`src/source/rv_pkg.sv`:
```
package rv_pkg;

    localparam int XLEN       = 32;
    localparam int ADDR_W     = XLEN - 2;  // word address
    localparam int REG_ADDR_W = 5;
    localparam int NUM_REGS   = 32;
    localparam int ALU_OP_W   = 4;

    localparam logic [XLEN-1:0] NOP_INST = 32'h0000_0013;  // addi x0,x0,0

    localparam logic [6:0] OP_RTYPE  = 7'b0110011;
    localparam logic [6:0] OP_ITYPE  = 7'b0010011;
    localparam logic [6:0] OP_LOAD   = 7'b0000011;
    localparam logic [6:0] OP_STORE  = 7'b0100011;
    localparam logic [6:0] OP_BRANCH = 7'b1100011;
    localparam logic [6:0] OP_JAL    = 7'b1101111;

    localparam logic [ALU_OP_W-1:0] ALU_ADD = 4'b0000;
    localparam logic [ALU_OP_W-1:0] ALU_SUB = 4'b0001;
    localparam logic [ALU_OP_W-1:0] ALU_AND = 4'b0010;
    localparam logic [ALU_OP_W-1:0] ALU_OR  = 4'b0011;
    localparam logic [ALU_OP_W-1:0] ALU_SLT = 4'b0100;
    localparam logic [ALU_OP_W-1:0] ALU_XOR = 4'b0101;
    localparam logic [ALU_OP_W-1:0] ALU_SLL = 4'b0110;
    localparam logic [ALU_OP_W-1:0] ALU_SRA = 4'b0111;
    localparam logic [ALU_OP_W-1:0] ALU_SRL = 4'b1000;

    typedef logic [1:0] fwd_sel_t;
    localparam fwd_sel_t FWD_NONE   = 2'd0;
    localparam fwd_sel_t FWD_EX_MEM = 2'd1;
    localparam fwd_sel_t FWD_MEM_WB = 2'd2;

    // register-form view of an instruction word
    typedef struct packed {
        logic [6:0]            funct7;
        logic [REG_ADDR_W-1:0] rs2;
        logic [REG_ADDR_W-1:0] rs1;
        logic [2:0]            funct3;
        logic [REG_ADDR_W-1:0] rd;
        logic [6:0]            opcode;
    } r_fields_t;

    // store-form view with imm[4:0] in the rd bits
    typedef struct packed {
        logic [6:0]            imm_hi;
        logic [REG_ADDR_W-1:0] rs2;
        logic [REG_ADDR_W-1:0] rs1;
        logic [2:0]            funct3;
        logic [4:0]            imm_lo;
        logic [6:0]            opcode;
    } s_fields_t;

    typedef union packed {
        r_fields_t r;
        s_fields_t s;
    } inst_u;

    typedef struct packed {
        logic [ALU_OP_W-1:0] alu_op;
        logic                alu_src_imm;
        logic                link_pc;       // result is pc+4
        logic                is_branch_ne;
    } ex_ctrl_t;

    typedef struct packed {
        logic mem_read;
        logic mem_write;
    } mem_ctrl_t;

    typedef struct packed {
        logic mem_to_reg;
        logic reg_write;
    } wb_ctrl_t;

    typedef struct packed {
        logic [XLEN-1:0] pc;
        inst_u           inst;
    } if_id_t;

    typedef struct packed {
        logic [XLEN-1:0]       pc;
        logic [XLEN-1:0]       imm;
        logic [XLEN-1:0]       rs1_data;
        logic [XLEN-1:0]       rs2_data;
        logic [REG_ADDR_W-1:0] rs1;
        logic [REG_ADDR_W-1:0] rs2;
        logic [REG_ADDR_W-1:0] rd;
        logic                  is_branch;
        ex_ctrl_t              ex_ctrl;
        mem_ctrl_t             mem_ctrl;
        wb_ctrl_t              wb_ctrl;
    } id_ex_t;

    typedef struct packed {
        logic [XLEN-1:0]       alu_out;
        logic [XLEN-1:0]       store_data;
        logic [REG_ADDR_W-1:0] rd;
        mem_ctrl_t             mem_ctrl;
        wb_ctrl_t              wb_ctrl;
    } ex_mem_t;

    typedef struct packed {
        logic [XLEN-1:0]       alu_out;
        logic [XLEN-1:0]       load_data;
        logic [REG_ADDR_W-1:0] rd;
        wb_ctrl_t              wb_ctrl;
    } mem_wb_t;

    typedef struct packed {
        logic                  reg_write;
        logic [REG_ADDR_W-1:0] rd;
        logic [XLEN-1:0]       data;
    } wb_t;

    typedef struct packed {
        logic              ren;
        logic              wen;
        logic [ADDR_W-1:0] addr;
        logic [XLEN-1:0]   wdata;
    } dmem_req_t;

endpackage

```
`src/source/fetch_stage.sv`:
```
`timescale 1ns/1ps

module fetch_stage (
    input  logic                       clk,
    input  logic                       rst_n,
    input  logic [rv_pkg::XLEN-1:0]    i_inst_word,
    output logic [rv_pkg::ADDR_W-1:0]  o_imem_addr,
    input  logic                       i_hold,        // data-memory stall
    input  logic                       i_load_use,
    input  logic                       i_redirect,
    input  logic [rv_pkg::XLEN-1:0]    i_redirect_pc,
    output rv_pkg::if_id_t             o_if_id
);
    import rv_pkg::*;

    logic [XLEN-1:0] pc_q;
    logic [XLEN-1:0] j_imm;
    logic [XLEN-1:0] pc_next;
    inst_u           fetched;
    logic            is_jal;

    assign fetched     = i_inst_word;
    assign o_imem_addr = pc_q[XLEN-1:2];

    // jal predecode straight from the fetched word
    assign is_jal = (fetched.r.opcode == OP_JAL);
    assign j_imm  = {{12{i_inst_word[31]}}, i_inst_word[19:12], i_inst_word[20],
                     i_inst_word[30:21], 1'b0};
    assign pc_next = is_jal ? pc_q + j_imm : pc_q + 32'd4;

    always_ff @(posedge clk or negedge rst_n) begin
        if (!rst_n) begin
            pc_q         <= '0;
            o_if_id.pc   <= '0;
            o_if_id.inst <= NOP_INST;
        end else if (!i_hold) begin
            if (i_redirect) begin
                pc_q         <= i_redirect_pc;
                o_if_id.inst <= NOP_INST;  // squash wrong-path word
            end else if (!i_load_use) begin
                pc_q         <= pc_next;
                o_if_id.pc   <= pc_q;
                o_if_id.inst <= fetched;   // jal goes on for its link write
            end
        end
    end

endmodule

```
`src/source/decode_stage.sv`:
```
`timescale 1ns/1ps

module decode_stage (
    input  logic           clk,
    input  logic           rst_n,
    input  rv_pkg::if_id_t i_if_id,
    input  rv_pkg::wb_t    i_wb,
    input  logic           i_hold,
    input  logic           i_load_use,
    input  logic           i_redirect,
    output rv_pkg::id_ex_t o_id_ex
);
    import rv_pkg::*;

    logic [XLEN-1:0]     regs [NUM_REGS];
    inst_u               inst;
    logic [XLEN-1:0]     imm_i;
    logic [XLEN-1:0]     imm_s;
    logic [XLEN-1:0]     imm_b;
    logic [XLEN-1:0]     imm_j;
    logic [ALU_OP_W-1:0] alu_op;
    id_ex_t              id_ex_n;

    // x0 reads zero and a register being written reads the writeback data
    function automatic logic [XLEN-1:0] rf_read(input logic [REG_ADDR_W-1:0] a,
                                                input logic [XLEN-1:0] stored,
                                                input wb_t wb);
        if (a == '0)
            return '0;
        else if (wb.reg_write && wb.rd == a)
            return wb.data;
        else
            return stored;
    endfunction

    assign inst = i_if_id.inst;

    assign imm_i = {{20{inst.r.funct7[6]}}, inst.r.funct7, inst.r.rs2};
    assign imm_s = {{20{inst.s.imm_hi[6]}}, inst.s.imm_hi, inst.s.imm_lo};
    assign imm_b = {{20{inst.s.imm_hi[6]}}, inst.s.imm_lo[0], inst.s.imm_hi[5:0],
                    inst.s.imm_lo[4:1], 1'b0};
    assign imm_j = {{12{inst.r.funct7[6]}}, inst.r.rs1, inst.r.funct3, inst.r.rs2[0],
                    inst.r.funct7[5:0], inst.r.rs2[4:1], 1'b0};

    always_comb begin
        alu_op = ALU_ADD;  // loads, stores, jal
        if (inst.r.opcode == OP_RTYPE || inst.r.opcode == OP_ITYPE) begin
            case (inst.r.funct3)
                3'b000: alu_op = (inst.r.opcode == OP_RTYPE && inst.r.funct7[5]) ?
                                 ALU_SUB : ALU_ADD;
                3'b001: alu_op = ALU_SLL;
                3'b010: alu_op = ALU_SLT;
                3'b100: alu_op = ALU_XOR;
                3'b101: alu_op = inst.r.funct7[5] ? ALU_SRA : ALU_SRL;
                3'b110: alu_op = ALU_OR;
                3'b111: alu_op = ALU_AND;
                default: alu_op = ALU_ADD;
            endcase
        end
    end

    always_comb begin
        id_ex_n          = '0;
        id_ex_n.pc       = i_if_id.pc;
        id_ex_n.imm      = imm_i;
        id_ex_n.rs1      = inst.r.rs1;
        id_ex_n.rs2      = inst.r.rs2;
        id_ex_n.rd       = inst.r.rd;
        id_ex_n.rs1_data = rf_read(inst.r.rs1, regs[inst.r.rs1], i_wb);
        id_ex_n.rs2_data = rf_read(inst.r.rs2, regs[inst.r.rs2], i_wb);
        id_ex_n.ex_ctrl.alu_op = alu_op;
        case (inst.r.opcode)
            OP_RTYPE: id_ex_n.wb_ctrl.reg_write = 1'b1;
            OP_ITYPE: begin
                id_ex_n.ex_ctrl.alu_src_imm = 1'b1;
                id_ex_n.wb_ctrl.reg_write   = 1'b1;
            end
            OP_LOAD: begin
                id_ex_n.ex_ctrl.alu_src_imm = 1'b1;
                id_ex_n.mem_ctrl.mem_read   = 1'b1;
                id_ex_n.wb_ctrl.mem_to_reg  = 1'b1;
                id_ex_n.wb_ctrl.reg_write   = 1'b1;
            end
            OP_STORE: begin
                id_ex_n.imm                 = imm_s;
                id_ex_n.ex_ctrl.alu_src_imm = 1'b1;
                id_ex_n.mem_ctrl.mem_write  = 1'b1;
            end
            OP_BRANCH: begin
                id_ex_n.imm                  = imm_b;
                id_ex_n.is_branch            = 1'b1;
                id_ex_n.ex_ctrl.is_branch_ne = inst.r.funct3[0];  // bne
            end
            OP_JAL: begin
                id_ex_n.imm               = imm_j;
                id_ex_n.ex_ctrl.link_pc   = 1'b1;
                id_ex_n.wb_ctrl.reg_write = 1'b1;
            end
            default: ;
        endcase
    end

    // register file holds with the pipe
    always_ff @(posedge clk or negedge rst_n) begin
        if (!rst_n) begin
            for (int i = 0; i < NUM_REGS; i++) begin
                regs[i] <= '0;
            end
        end else if (!i_hold && i_wb.reg_write && i_wb.rd != '0) begin
            regs[i_wb.rd] <= i_wb.data;
        end
    end

    always_ff @(posedge clk or negedge rst_n) begin
        if (!rst_n) begin
            o_id_ex <= '0;
        end else if (!i_hold) begin
            if (i_load_use || i_redirect)
                o_id_ex <= '0;  // bubble
            else
                o_id_ex <= id_ex_n;
        end
    end

endmodule

```
`src/source/execute_stage.sv`:
```
`timescale 1ns/1ps

module execute_stage (
    input  logic                    clk,
    input  logic                    rst_n,
    input  rv_pkg::id_ex_t          i_id_ex,
    input  logic [rv_pkg::XLEN-1:0] i_ex_mem_alu,
    input  rv_pkg::wb_t             i_wb,
    input  rv_pkg::fwd_sel_t        i_fwd_a,
    input  rv_pkg::fwd_sel_t        i_fwd_b,
    input  logic                    i_hold,
    output logic                    o_redirect,
    output logic [rv_pkg::XLEN-1:0] o_redirect_pc,
    output rv_pkg::ex_mem_t         o_ex_mem
);
    import rv_pkg::*;

    logic [XLEN-1:0] op_a;
    logic [XLEN-1:0] op_b;
    logic [XLEN-1:0] alu_b;
    logic [XLEN-1:0] diff;
    logic [XLEN-1:0] alu_out;
    logic [4:0]      shamt;

    function automatic logic [XLEN-1:0] fwd_mux(input fwd_sel_t sel,
                                                input logic [XLEN-1:0] reg_val,
                                                input logic [XLEN-1:0] ex_mem_val,
                                                input logic [XLEN-1:0] wb_val);
        case (sel)
            FWD_EX_MEM: return ex_mem_val;
            FWD_MEM_WB: return wb_val;
            default:    return reg_val;
        endcase
    endfunction

    assign op_a  = fwd_mux(i_fwd_a, i_id_ex.rs1_data, i_ex_mem_alu, i_wb.data);
    assign op_b  = fwd_mux(i_fwd_b, i_id_ex.rs2_data, i_ex_mem_alu, i_wb.data);
    assign alu_b = i_id_ex.ex_ctrl.alu_src_imm ? i_id_ex.imm : op_b;
    assign diff  = op_a - alu_b;
    assign shamt = alu_b[4:0];

    always_comb begin
        if (i_id_ex.ex_ctrl.link_pc) begin
            alu_out = i_id_ex.pc + 32'd4;  // jal link
        end else begin
            case (i_id_ex.ex_ctrl.alu_op)
                ALU_ADD: alu_out = op_a + alu_b;
                ALU_SUB: alu_out = diff;
                ALU_AND: alu_out = op_a & alu_b;
                ALU_OR:  alu_out = op_a | alu_b;
                ALU_SLT: alu_out = {31'd0, $signed(op_a) < $signed(alu_b)};
                ALU_XOR: alu_out = op_a ^ alu_b;
                ALU_SLL: alu_out = op_a << shamt;
                ALU_SRA: alu_out = $unsigned($signed(op_a) >>> shamt);
                ALU_SRL: alu_out = op_a >> shamt;
                default: alu_out = op_a + alu_b;
            endcase
        end
    end

    // beq/bne resolved on the forwarded operands
    assign o_redirect    = i_id_ex.is_branch &&
                           ((op_a == op_b) ^ i_id_ex.ex_ctrl.is_branch_ne);
    assign o_redirect_pc = i_id_ex.pc + i_id_ex.imm;

    always_ff @(posedge clk or negedge rst_n) begin
        if (!rst_n) begin
            o_ex_mem <= '0;
        end else if (!i_hold) begin
            o_ex_mem.alu_out    <= alu_out;
            o_ex_mem.store_data <= op_b;
            o_ex_mem.rd         <= i_id_ex.rd;
            o_ex_mem.mem_ctrl   <= i_id_ex.mem_ctrl;
            o_ex_mem.wb_ctrl    <= i_id_ex.wb_ctrl;
        end
    end

endmodule

```
`src/source/memory_stage.sv`:
```
`timescale 1ns/1ps

module memory_stage (
    input  logic                    clk,
    input  logic                    rst_n,
    input  rv_pkg::ex_mem_t         i_ex_mem,
    input  logic [rv_pkg::XLEN-1:0] i_dmem_rdata,
    input  logic                    i_hold,
    output rv_pkg::dmem_req_t       o_dmem,
    output rv_pkg::wb_t             o_wb
);
    import rv_pkg::*;

    mem_wb_t mem_wb;

    // request comes straight from EX/MEM and holds with it
    assign o_dmem.ren   = i_ex_mem.mem_ctrl.mem_read;
    assign o_dmem.wen   = i_ex_mem.mem_ctrl.mem_write;
    assign o_dmem.addr  = i_ex_mem.alu_out[XLEN-1:2];
    assign o_dmem.wdata = i_ex_mem.store_data;

    always_ff @(posedge clk or negedge rst_n) begin
        if (!rst_n) begin
            mem_wb <= '0;
        end else if (!i_hold) begin
            mem_wb.alu_out   <= i_ex_mem.alu_out;
            mem_wb.load_data <= i_dmem_rdata;  // valid on the unstalled edge
            mem_wb.rd        <= i_ex_mem.rd;
            mem_wb.wb_ctrl   <= i_ex_mem.wb_ctrl;
        end
    end

    assign o_wb.reg_write = mem_wb.wb_ctrl.reg_write;
    assign o_wb.rd        = mem_wb.rd;
    assign o_wb.data      = mem_wb.wb_ctrl.mem_to_reg ? mem_wb.load_data : mem_wb.alu_out;

endmodule

```
`src/source/hazard_unit.sv`:
```
`timescale 1ns/1ps

module hazard_unit (
    input  rv_pkg::if_id_t   i_if_id,
    input  rv_pkg::id_ex_t   i_id_ex,
    input  rv_pkg::ex_mem_t  i_ex_mem,
    input  rv_pkg::wb_t      i_wb,
    output rv_pkg::fwd_sel_t o_fwd_a,
    output rv_pkg::fwd_sel_t o_fwd_b,
    output logic             o_load_use
);
    import rv_pkg::*;

    logic [REG_ADDR_W-1:0] ld_rd;
    logic                  ld_in_ex;

    // youngest producer wins
    function automatic fwd_sel_t fwd_select(input logic [REG_ADDR_W-1:0] rs,
                                            input ex_mem_t ex_mem,
                                            input wb_t wb);
        if (rs == '0)
            return FWD_NONE;
        else if (ex_mem.wb_ctrl.reg_write && ex_mem.rd == rs)
            return FWD_EX_MEM;
        else if (wb.reg_write && wb.rd == rs)
            return FWD_MEM_WB;
        else
            return FWD_NONE;
    endfunction

    assign o_fwd_a = fwd_select(i_id_ex.rs1, i_ex_mem, i_wb);
    assign o_fwd_b = fwd_select(i_id_ex.rs2, i_ex_mem, i_wb);

    // load in ID/EX against both source fields of the IF/ID word
    assign ld_rd      = i_id_ex.rd;
    assign ld_in_ex   = i_id_ex.mem_ctrl.mem_read && ld_rd != '0;
    assign o_load_use = ld_in_ex && (ld_rd == i_if_id.inst.r.rs1 ||
                                     ld_rd == i_if_id.inst.r.rs2);

endmodule

```
`src/source/rv_core.sv`:
```
`timescale 1ns/1ps

module rv_core (
    input  logic                       clk,
    input  logic                       rst_n,
    input  logic [rv_pkg::XLEN-1:0]    i_imem_rdata,
    output logic [rv_pkg::ADDR_W-1:0]  o_imem_addr,
    output rv_pkg::dmem_req_t          o_dmem,
    input  logic [rv_pkg::XLEN-1:0]    i_dmem_rdata,
    input  logic                       i_dmem_stall
);
    import rv_pkg::*;

    if_id_t          if_id;
    id_ex_t          id_ex;
    ex_mem_t         ex_mem;
    wb_t             wb;
    fwd_sel_t        fwd_a;
    fwd_sel_t        fwd_b;
    logic            load_use;
    logic            redirect;
    logic [XLEN-1:0] redirect_pc;

    fetch_stage fetch_i (
        .clk           (clk),
        .rst_n         (rst_n),
        .i_inst_word   (i_imem_rdata),
        .o_imem_addr   (o_imem_addr),
        .i_hold        (i_dmem_stall),
        .i_load_use    (load_use),
        .i_redirect    (redirect),
        .i_redirect_pc (redirect_pc),
        .o_if_id       (if_id)
    );

    decode_stage decode_i (
        .clk        (clk),
        .rst_n      (rst_n),
        .i_if_id    (if_id),
        .i_wb       (wb),
        .i_hold     (i_dmem_stall),
        .i_load_use (load_use),
        .i_redirect (redirect),
        .o_id_ex    (id_ex)
    );

    execute_stage execute_i (
        .clk           (clk),
        .rst_n         (rst_n),
        .i_id_ex       (id_ex),
        .i_ex_mem_alu  (ex_mem.alu_out),
        .i_wb          (wb),
        .i_fwd_a       (fwd_a),
        .i_fwd_b       (fwd_b),
        .i_hold        (i_dmem_stall),
        .o_redirect    (redirect),
        .o_redirect_pc (redirect_pc),
        .o_ex_mem      (ex_mem)
    );

    memory_stage memory_i (
        .clk          (clk),
        .rst_n        (rst_n),
        .i_ex_mem     (ex_mem),
        .i_dmem_rdata (i_dmem_rdata),
        .i_hold       (i_dmem_stall),
        .o_dmem       (o_dmem),
        .o_wb         (wb)
    );

    hazard_unit hazard_i (
        .i_if_id    (if_id),
        .i_id_ex    (id_ex),
        .i_ex_mem   (ex_mem),
        .i_wb       (wb),
        .o_fwd_a    (fwd_a),
        .o_fwd_b    (fwd_b),
        .o_load_use (load_use)
    );

endmodule

```
`config.mk`:
```
export PLATFORM = sky130hd
export DESIGN_NAME = rv_core
export DESIGN_NICKNAME = d
export VERILOG_FILES = /design/src/source/rv_pkg.sv /design/src/source/fetch_stage.sv /design/src/source/decode_stage.sv /design/src/source/execute_stage.sv /design/src/source/memory_stage.sv /design/src/source/hazard_unit.sv /design/src/source/rv_core.sv
export SDC_FILE = /design/constraint.sdc
export NUM_CORES = 2
export LEC_CHECK = 0
export BUFFER_PORTS_ARGS = -buffer_cell sky130_fd_sc_hd__buf_4
export CAP_MARGIN = 10
export CORE_ASPECT_RATIO = 0.7
export CORE_MARGIN = 2
export CORE_UTILIZATION = 25
export CTS_CLUSTER_SIZE = 24
export DETAILED_ROUTE_END_ITERATION = 8
export GPL_TIMING_DRIVEN = 0
export PLACE_DENSITY = 0.45
export SLEW_MARGIN = 40
export SYNTH_ARGS = -nofsm -noshare
export SYNTH_HDL_FRONTEND = slang
export SYNTH_SLANG_ARGS = --single-unit
```
`constraint.sdc`:
```
create_clock -name clk -period 10.22 [get_ports clk]
set_clock_uncertainty 0.15 [all_clocks]
set_input_delay 1.022 -clock clk [delete_from_list [all_inputs] [get_ports clk]]
set_output_delay 1.022 -clock clk [all_outputs]
set_load 0.005 [all_outputs]
```
Word-level counts from Yosys, hierarchy flattened:

Cells that the tools add are included.

* shifts and indexed selects: 3
* $add $sub $neg: 6
* multiplexer cells: 43
* magnitude comparators: 5
* equal/unequal tests: 35
* bitwise logic cells: 10
* reduce and logical (&&, ||, !) cells: 28

Operators with widths (count)
* 1024-bit bitwise mux: 1
* 32-bit two-way mux: 17
* 32-bit binary-select mux with 5-bit select: 2
* 32-bit one-hot mux with 8 select lines: 1
* 32-bit demux with 5-bit select: 1
* 155-bit two-way mux: 1
* 32-bit one-hot mux with 2 select lines: 2
* 32-bit adder: 3
* 32-bit by 3-bit adder with 32-bit output (second input constant): 2
* 20-bit one-hot mux with 3 select lines: 1
* 5-bit equality test: 8
* 32-bit AND: 1
* 32-bit equality test: 1
* 32-bit < comparator: 1
* 32-bit OR: 1
* 32-bit by 5-bit left shift with 32-bit output: 1
* 32-bit by 5-bit right shift with 32-bit output: 1
* 32-bit by 5-bit >>> shifter with 32-bit output: 1
* 32-bit subtractor: 1
* 32-bit XOR: 1
* 4-bit one-hot mux with 7 select lines: 1
* 7-bit equality test (second input constant): 3
* 5-bit logical NOT: 4
* 6-bit >= comparator (second input constant): 3
* 29 further kinds: 71

* register bits: 1419
* output and inout port bits: 94
* word-level logic and storage cells: 193
* bits of input ports: 67

Depth between registers and ports, before layout:

* depth in word-level cells: 12
* depth in mapped cells: 28
* gate-level depth less buffers: 23

Modules after synthesis:

From an unflattened synthesis, not the netlist that was laid out.

* cell total of the unflattened synthesis: 7083
* area, all modules: 85766.0 um2

Modules (own cells, without submodules)
* decode_stage: cells each 3866, area each 59468.3 um2, instances 1, seq. area each 29203.0 um2
* execute_stage: cells each 2217, area each 15591.2 um2, instances 1, seq. area each 1826.8 um2
* fetch_stage: cells each 691, area each 6352.3 um2, instances 1, seq. area each 2406.1 um2
* memory_stage: cells each 256, area each 3928.8 um2, instances 1, seq. area each 1776.7 um2
* hazard_unit: cells each 53, area each 425.4 um2, instances 1, seq. area each 0.0 um2

Worst setup path after synthesis:

Ideal clock, no wire load.

* kind: reg-to-reg
* start point: register decode_i.o_id_ex[19] (netlist name)
* end point: register execute_i.o_ex_mem[71] (netlist name)
* cell stages (with the launch flop): 28
* buffers on the path: 6
* period minus slack after synthesis: 6.628 ns
* path slack: 3.592 ns
* required time: 9.946 ns
* setup time: 0.124 ns
* arrival: 6.354 ns
* path through: dfrtp_1 > xor2_1 > nor4_1 > and3_1 > nor2b_1 > inv_1 > ha_1 > nand2b_1 > buf_2 > buf_1 > clkbuf_1 > o221ai_1 > mux2i_1 > buf_2 > buf_2 > buf_1 > ha_1 > nor2b_1 > o2111ai_1 > a21oi_1 > a211oi_1 > o41ai_1 > a32oi_1 > a21oi_1 > o41ai_1 > o31a_1 > mux2i_1 > o31a_1

* cells in the longest elaborated chain, start to end: 11
* elaborated cells on any way between the ends: 22
* classes of those cells: add/sub: 2; eq/ne: 4; shift: 3; mux: 7; bitwise: 3; reduce/logical: 3

RTL lines
* start: declaration: RTL line decode_stage.sv:11 `output rv_pkg::id_ex_t o_id_ex`
* start signal: assignment: RTL line decode_stage.sv:121 `o_id_ex <= id_ex_n;`
* 5-bit equality test: RTL line hazard_unit.sv:25 `else if (wb.reg_write && wb.rd == rs)`
* 1-bit logical AND: RTL line hazard_unit.sv:25
* 2-bit two-way mux: RTL line hazard_unit.sv:25
* 2-bit two-way mux: RTL line hazard_unit.sv:23 `else if (ex_mem.wb_ctrl.reg_write && ex_mem.rd == rs)`
* 2-bit two-way mux *: RTL line hazard_unit.sv:21 `if (rs == '0)`
* 2-bit equality test or 2-bit by 1-bit equality test with 1-bit output (tied branches): RTL line execute_stage.sv:29 `case (sel)`
* 32-bit one-hot mux with 2 select lines *: RTL line execute_stage.sv:29
* 32-bit two-way mux *: RTL line execute_stage.sv:38 `assign alu_b = i_id_ex.ex_ctrl.alu_src_imm ? i_id_ex.imm : op_b;`
* 32-bit adder, or another cell as far along: RTL line execute_stage.sv:47, execute_stage.sv:56
* 32-bit one-hot mux with 8 select lines *: RTL line execute_stage.sv:46 `case (i_id_ex.ex_ctrl.alu_op)`
* 32-bit two-way mux *: RTL line execute_stage.sv:43 `if (i_id_ex.ex_ctrl.link_pc) begin`
* end: declaration: RTL line execute_stage.sv:14 `output rv_pkg::ex_mem_t o_ex_mem`

Every way passes the cells marked *; elsewhere a longest branch is shown, timed or not.
A chain may end at the register's enable or synchronous reset.

Final worst setup path:

* start point: register decode_i.o_id_ex[20] (netlist name)
* end point: register execute_i.o_ex_mem[41] (netlist name)

* cells in the longest elaborated chain, start to end: 11
* elaborated cells on any way between the ends: 23
* classes of those cells: add/sub: 2; order compare: 1; eq/ne: 4; shift: 3; mux: 7; bitwise: 3; reduce/logical: 3

RTL lines (RTL line)
* 5-bit equality test: hazard_unit.sv:25
* 1-bit logical AND: hazard_unit.sv:25
* 2-bit two-way mux: hazard_unit.sv:25
* 2-bit two-way mux: hazard_unit.sv:23
* 2-bit two-way mux *: hazard_unit.sv:21
* 2-bit equality test or 2-bit by 1-bit equality test with 1-bit output (tied branches): execute_stage.sv:29
* 32-bit one-hot mux with 2 select lines *: execute_stage.sv:29
* 32-bit two-way mux *: execute_stage.sv:38
* 32-bit adder, or another cell as far along: execute_stage.sv:47, execute_stage.sv:56
* 32-bit one-hot mux with 8 select lines *: execute_stage.sv:46
* 32-bit two-way mux *: execute_stage.sv:43

Marks and branches as above.

==> impl_results.md <==
- Final wirelength: 489000 um
- Initial Util: 25.1%
- Hold path endpoint: fetch_i.o_if_id[10]
- Max Cap Viol: 0
- Final max-slew violation count: 0
- Tot GR Track Use: 28.1%
- Post-synth net total: 8385
- FF-to-FF setup slack: 0.20 ns
- Status: finished, final reports clean
- DP Worst Slack: -1.04 ns
- Filler cells: 34.4k
- Worst EP arrival: 10.61 ns
- Leak pwr: 41.5 nW
- Mux cell area share after synthesis: 20.8%
- Pin count of the biggest net entering global routing: 111
- Slew HR: 26.4%
- Initial antenna violation count: 54
- Synth Area in Compound Gates: 17.0%
- Slowest CP cell: o41ai_1
- Final Setup Violations: 0
- Htree depth: 4
- Clock latency on the worst-skew pair: 0.95 ns
- DR DRC count: 0
- Post-Synth Simple-Gate Area: 10.6%
- TritonRoute pass-1 iters: 5
- Pwr per Cell Area: 186 nW/um^2
- Internal power: 11.4 mW
- DR iter-0 viols: 11.5k
- Remaining global-route overflow: 0
- DIE HEIGHT: 487 um
- Die area: 338000 um^2
- Hold slack final: 0.255 ns
- Crit. End Element: flip-flop
- Crit-path max FO: 11
- Setup WS post-layout: 0.197 ns
- Synth warn: 0
- Die Wd: 694 um
- RSZ-0062 raised after global routing: no
- Worst setup SP type: flip-flop
- Placed Instance Area: 93500 um^2
- Total core area: 332000 um^2
- Detail Route Antenna Nets: 0
- Launching point of the worst reg2reg path: decode_i.o_id_ex[20]
- Worst Path Required: 10.80 ns
- Worst hold path class: input port to flip-flop
- Post-synthesis register bit count: 1406
- CTS Sinks: 1406
- Reg2Reg Depth: 30
- Final net count: 8826
- Min Tclk post-route: 10.02 ns
- Detail Placement HPWL: 387000 um
- Final worst path period share: 98.1%
- CTS tree: yes
- Commonest cells after routing, fill and taps aside: dfrtp_1 (1395), nand2_1 (895), a21oi_1 (827), nor2_1 (745), o21ai_0 (722)
- Final instance area: 99200 um^2
- Commonest non-fill, non-tap cell in the layout: dfrtp_1
- Hold_sp: i_imem_rdata[10]
- Sw Share: 38.3%
- Combinational family with the most area after synthesis: multiplexers
- First-pass GRT wire length: 652000 um
- Vias per cell: 5.87
- Cell mode on critical path: buf_2
- CTS max path bufs: 4
- Synth cell types: 87
- Clk root buf: clkbuf_16
- Syn Area/Cell: 10.2 um^2
- Comb pwr share: 30.4%
- Worst-path clk slew: 0.06 ns
- Endpoints failing hold: 0
- Sequential area share after synthesis: 42.2%
- CP startpoint: decode_i.o_id_ex[20]
- Post-synth ARST share: 100%
- P_sw: 7.08 mW
- Area of the mapped netlist: 83400 um^2
- IO Pins: 161
- Slew at the pin closest to its max-slew limit: 1.09 ns
- Vias in the first global route: 72.3k
- Placed insts: 12.8k
- Avg WL per Cell: 37.2 um
- Placer Congestion: 1.03
- WS Path Type: flip-flop to flip-flop
- Row Count: 177
- Xor and xnor area share after synthesis: 1.81%
- Seq pwr share: 36.4%
- Worst path max stage delay: 0.62 ns
- Highest Clock Rate: 99.8 MHz
- Crit Reg-Reg Endpoint: execute_i.o_ex_mem[41]
- Post-synth EDFFs: 0
- Non-Filler Instances: 13.1k
- Clock share of power: 33.2%
- Setup Buffers After CTS: 0
- Top FF cell, synth: dfrtp_1
- Worst vdd ir: 0.126 mV
- Mapped Cells: 8150
- I/O Buffers: 159
- Pwr Total: 18.5 mW
- Worst hold path stage count: 2
- Total CTS buffers: 170
- Adder-cell share of the synthesized area: 2.56%
- Routed vias: 77.1k
- Area grow syn2layout: 19.0%
- Layout cells sized above 1: 21.6%
==> critical path, delay by kind of cell, from the launching register on <==
family / cells / cell delay [ns]
flops: 1 / 0.44
simple gates: 6 / 1.36
xor+xnor: 1 / 0.19
mux: 1 / 0.24
fa+ha+maj: 2 / 0.79
compound gates: 10 / 3.37
buf+inv: 10 / 3.27
==> how the worst max path moves through the flow <==
stage	slack [ns]	depth (start not counted)	to
2_1_floorplan	3.59	27	execute_i.o_ex_mem[71]
3_3_place_gp	-10.67	1	decode_i.regs[57]
3_5_place_dp	-1.04	24	execute_i.o_ex_mem[60]
4_1_cts	0.04	29	execute_i.o_ex_mem[41]
5_1_grt	0.12	28	execute_i.o_ex_mem[71]
6_report	0.20	30	execute_i.o_ex_mem[41]
==> timing repair <==
item,4_1_cts,5_1_grt
setup endpoints to repair,16,6
hold buffers,1,0
endpoints found under the hold margin,42,0
gates resized for setup,9,5
cloned,0,0
==> cell usage after synthesis (all sizes together), types with 16 or more instances <==
library cell  instances  area [um^2]
a21oi               840         4210
o221ai               28          245
xor2                 82          718
ha                  164         2050
xnor2                90          788
a211oi              136         1020
nor2b                90          563
nand2b               50          313
and3                 25          156
a22o                132         1160
o211a                26          260
nand2               896         3370
mux2                138         1560
mux4                608        13700
o21ai               768         3840
nor2                767         2890
nand3                68          340
o31ai                19          143
nor4                 19          125
a31oi                53          332
a2111oi              16          140
o21bai               22          165
o21a                 33          248
mux2i               210         2110
o211ai               37          278
buf                 241         1400
a22oi                39          293
a211o                20          175
o22ai                34          213
a21o                 45          338
clkbuf              595         2230
dfrtp              1403        35100
nor3                 81          405
a221oi               28          245
inv                 142          533
and2                 36          225
==> registers in the layout (all words and copies together), names as in the netlist <==
register            cells
execute_i.o_ex_mem     72
memory_i.mem_wb        65
fetch_i.pc_q           32
decode_i.regs        1024
decode_i.o_id_ex      143
memory_i.o_wb           6
fetch_i.o_if_id        64
==> area by class of cell <==
class                           instances  area, um^2  share of cell area (%)
Antenna cell                           46         115                   0.116
Buffer                                833        3960                    3.99
Clock buffer                          251        4950                    4.99
Clock inverter                         37         387                   0.390
Inverter                              143         537                   0.541
Multi-Input combinational cell       5765       45100                    45.5
Sequential cell                      1406       35200                    35.5
Tap cell                             4385        5490                    5.53
Timing Repair Buffer                  272        3460                    3.49
==> per-stage QoR <==
step           TNS, ns  utilization, %
5_1_grt              0            29.8
6_report             0            29.9
3_3_place_gp         -            27.1
3_5_place_dp     -9.51            28.2
4_1_cts              0            29.8
2_1_floorplan        0               -
==> cell families after synthesis <==
logic type / count (synthesis)
AO/OA/AOI/OAI: 2372
adder cells (fa/ha/maj): 168
AND/OR/NAND/NOR: 2097
buffers and inverters: 979
multiplexers: 956
flip-flops: 1406
XOR/XNOR: 172
==> routing by layer <==
metal	global-route usage (%)	share of wire (%)	vias to the layer above	wire length, um
li1	-	-	30600	-
met1	42.0	46	40700	223000
met2	34.2	36	5095	175000
met3	14.0	15	669	74200
met4	8.19	3.2	26	15800
met5	0.612	0.15	-	750
==> power groups by stage <==
stage	registers, mW	clock network [mW]	logic [mW]
6_report	6.72	6.13	5.61
4_1_cts	6.68	6.20	5.34
2_1_floorplan	6.42	0	2.78
3_3_place_gp	6.74	0	5.03
3_5_place_dp	6.77	0	5.32
5_1_grt	6.76	6.41	5.79
(Power assumes the default switching activity.)
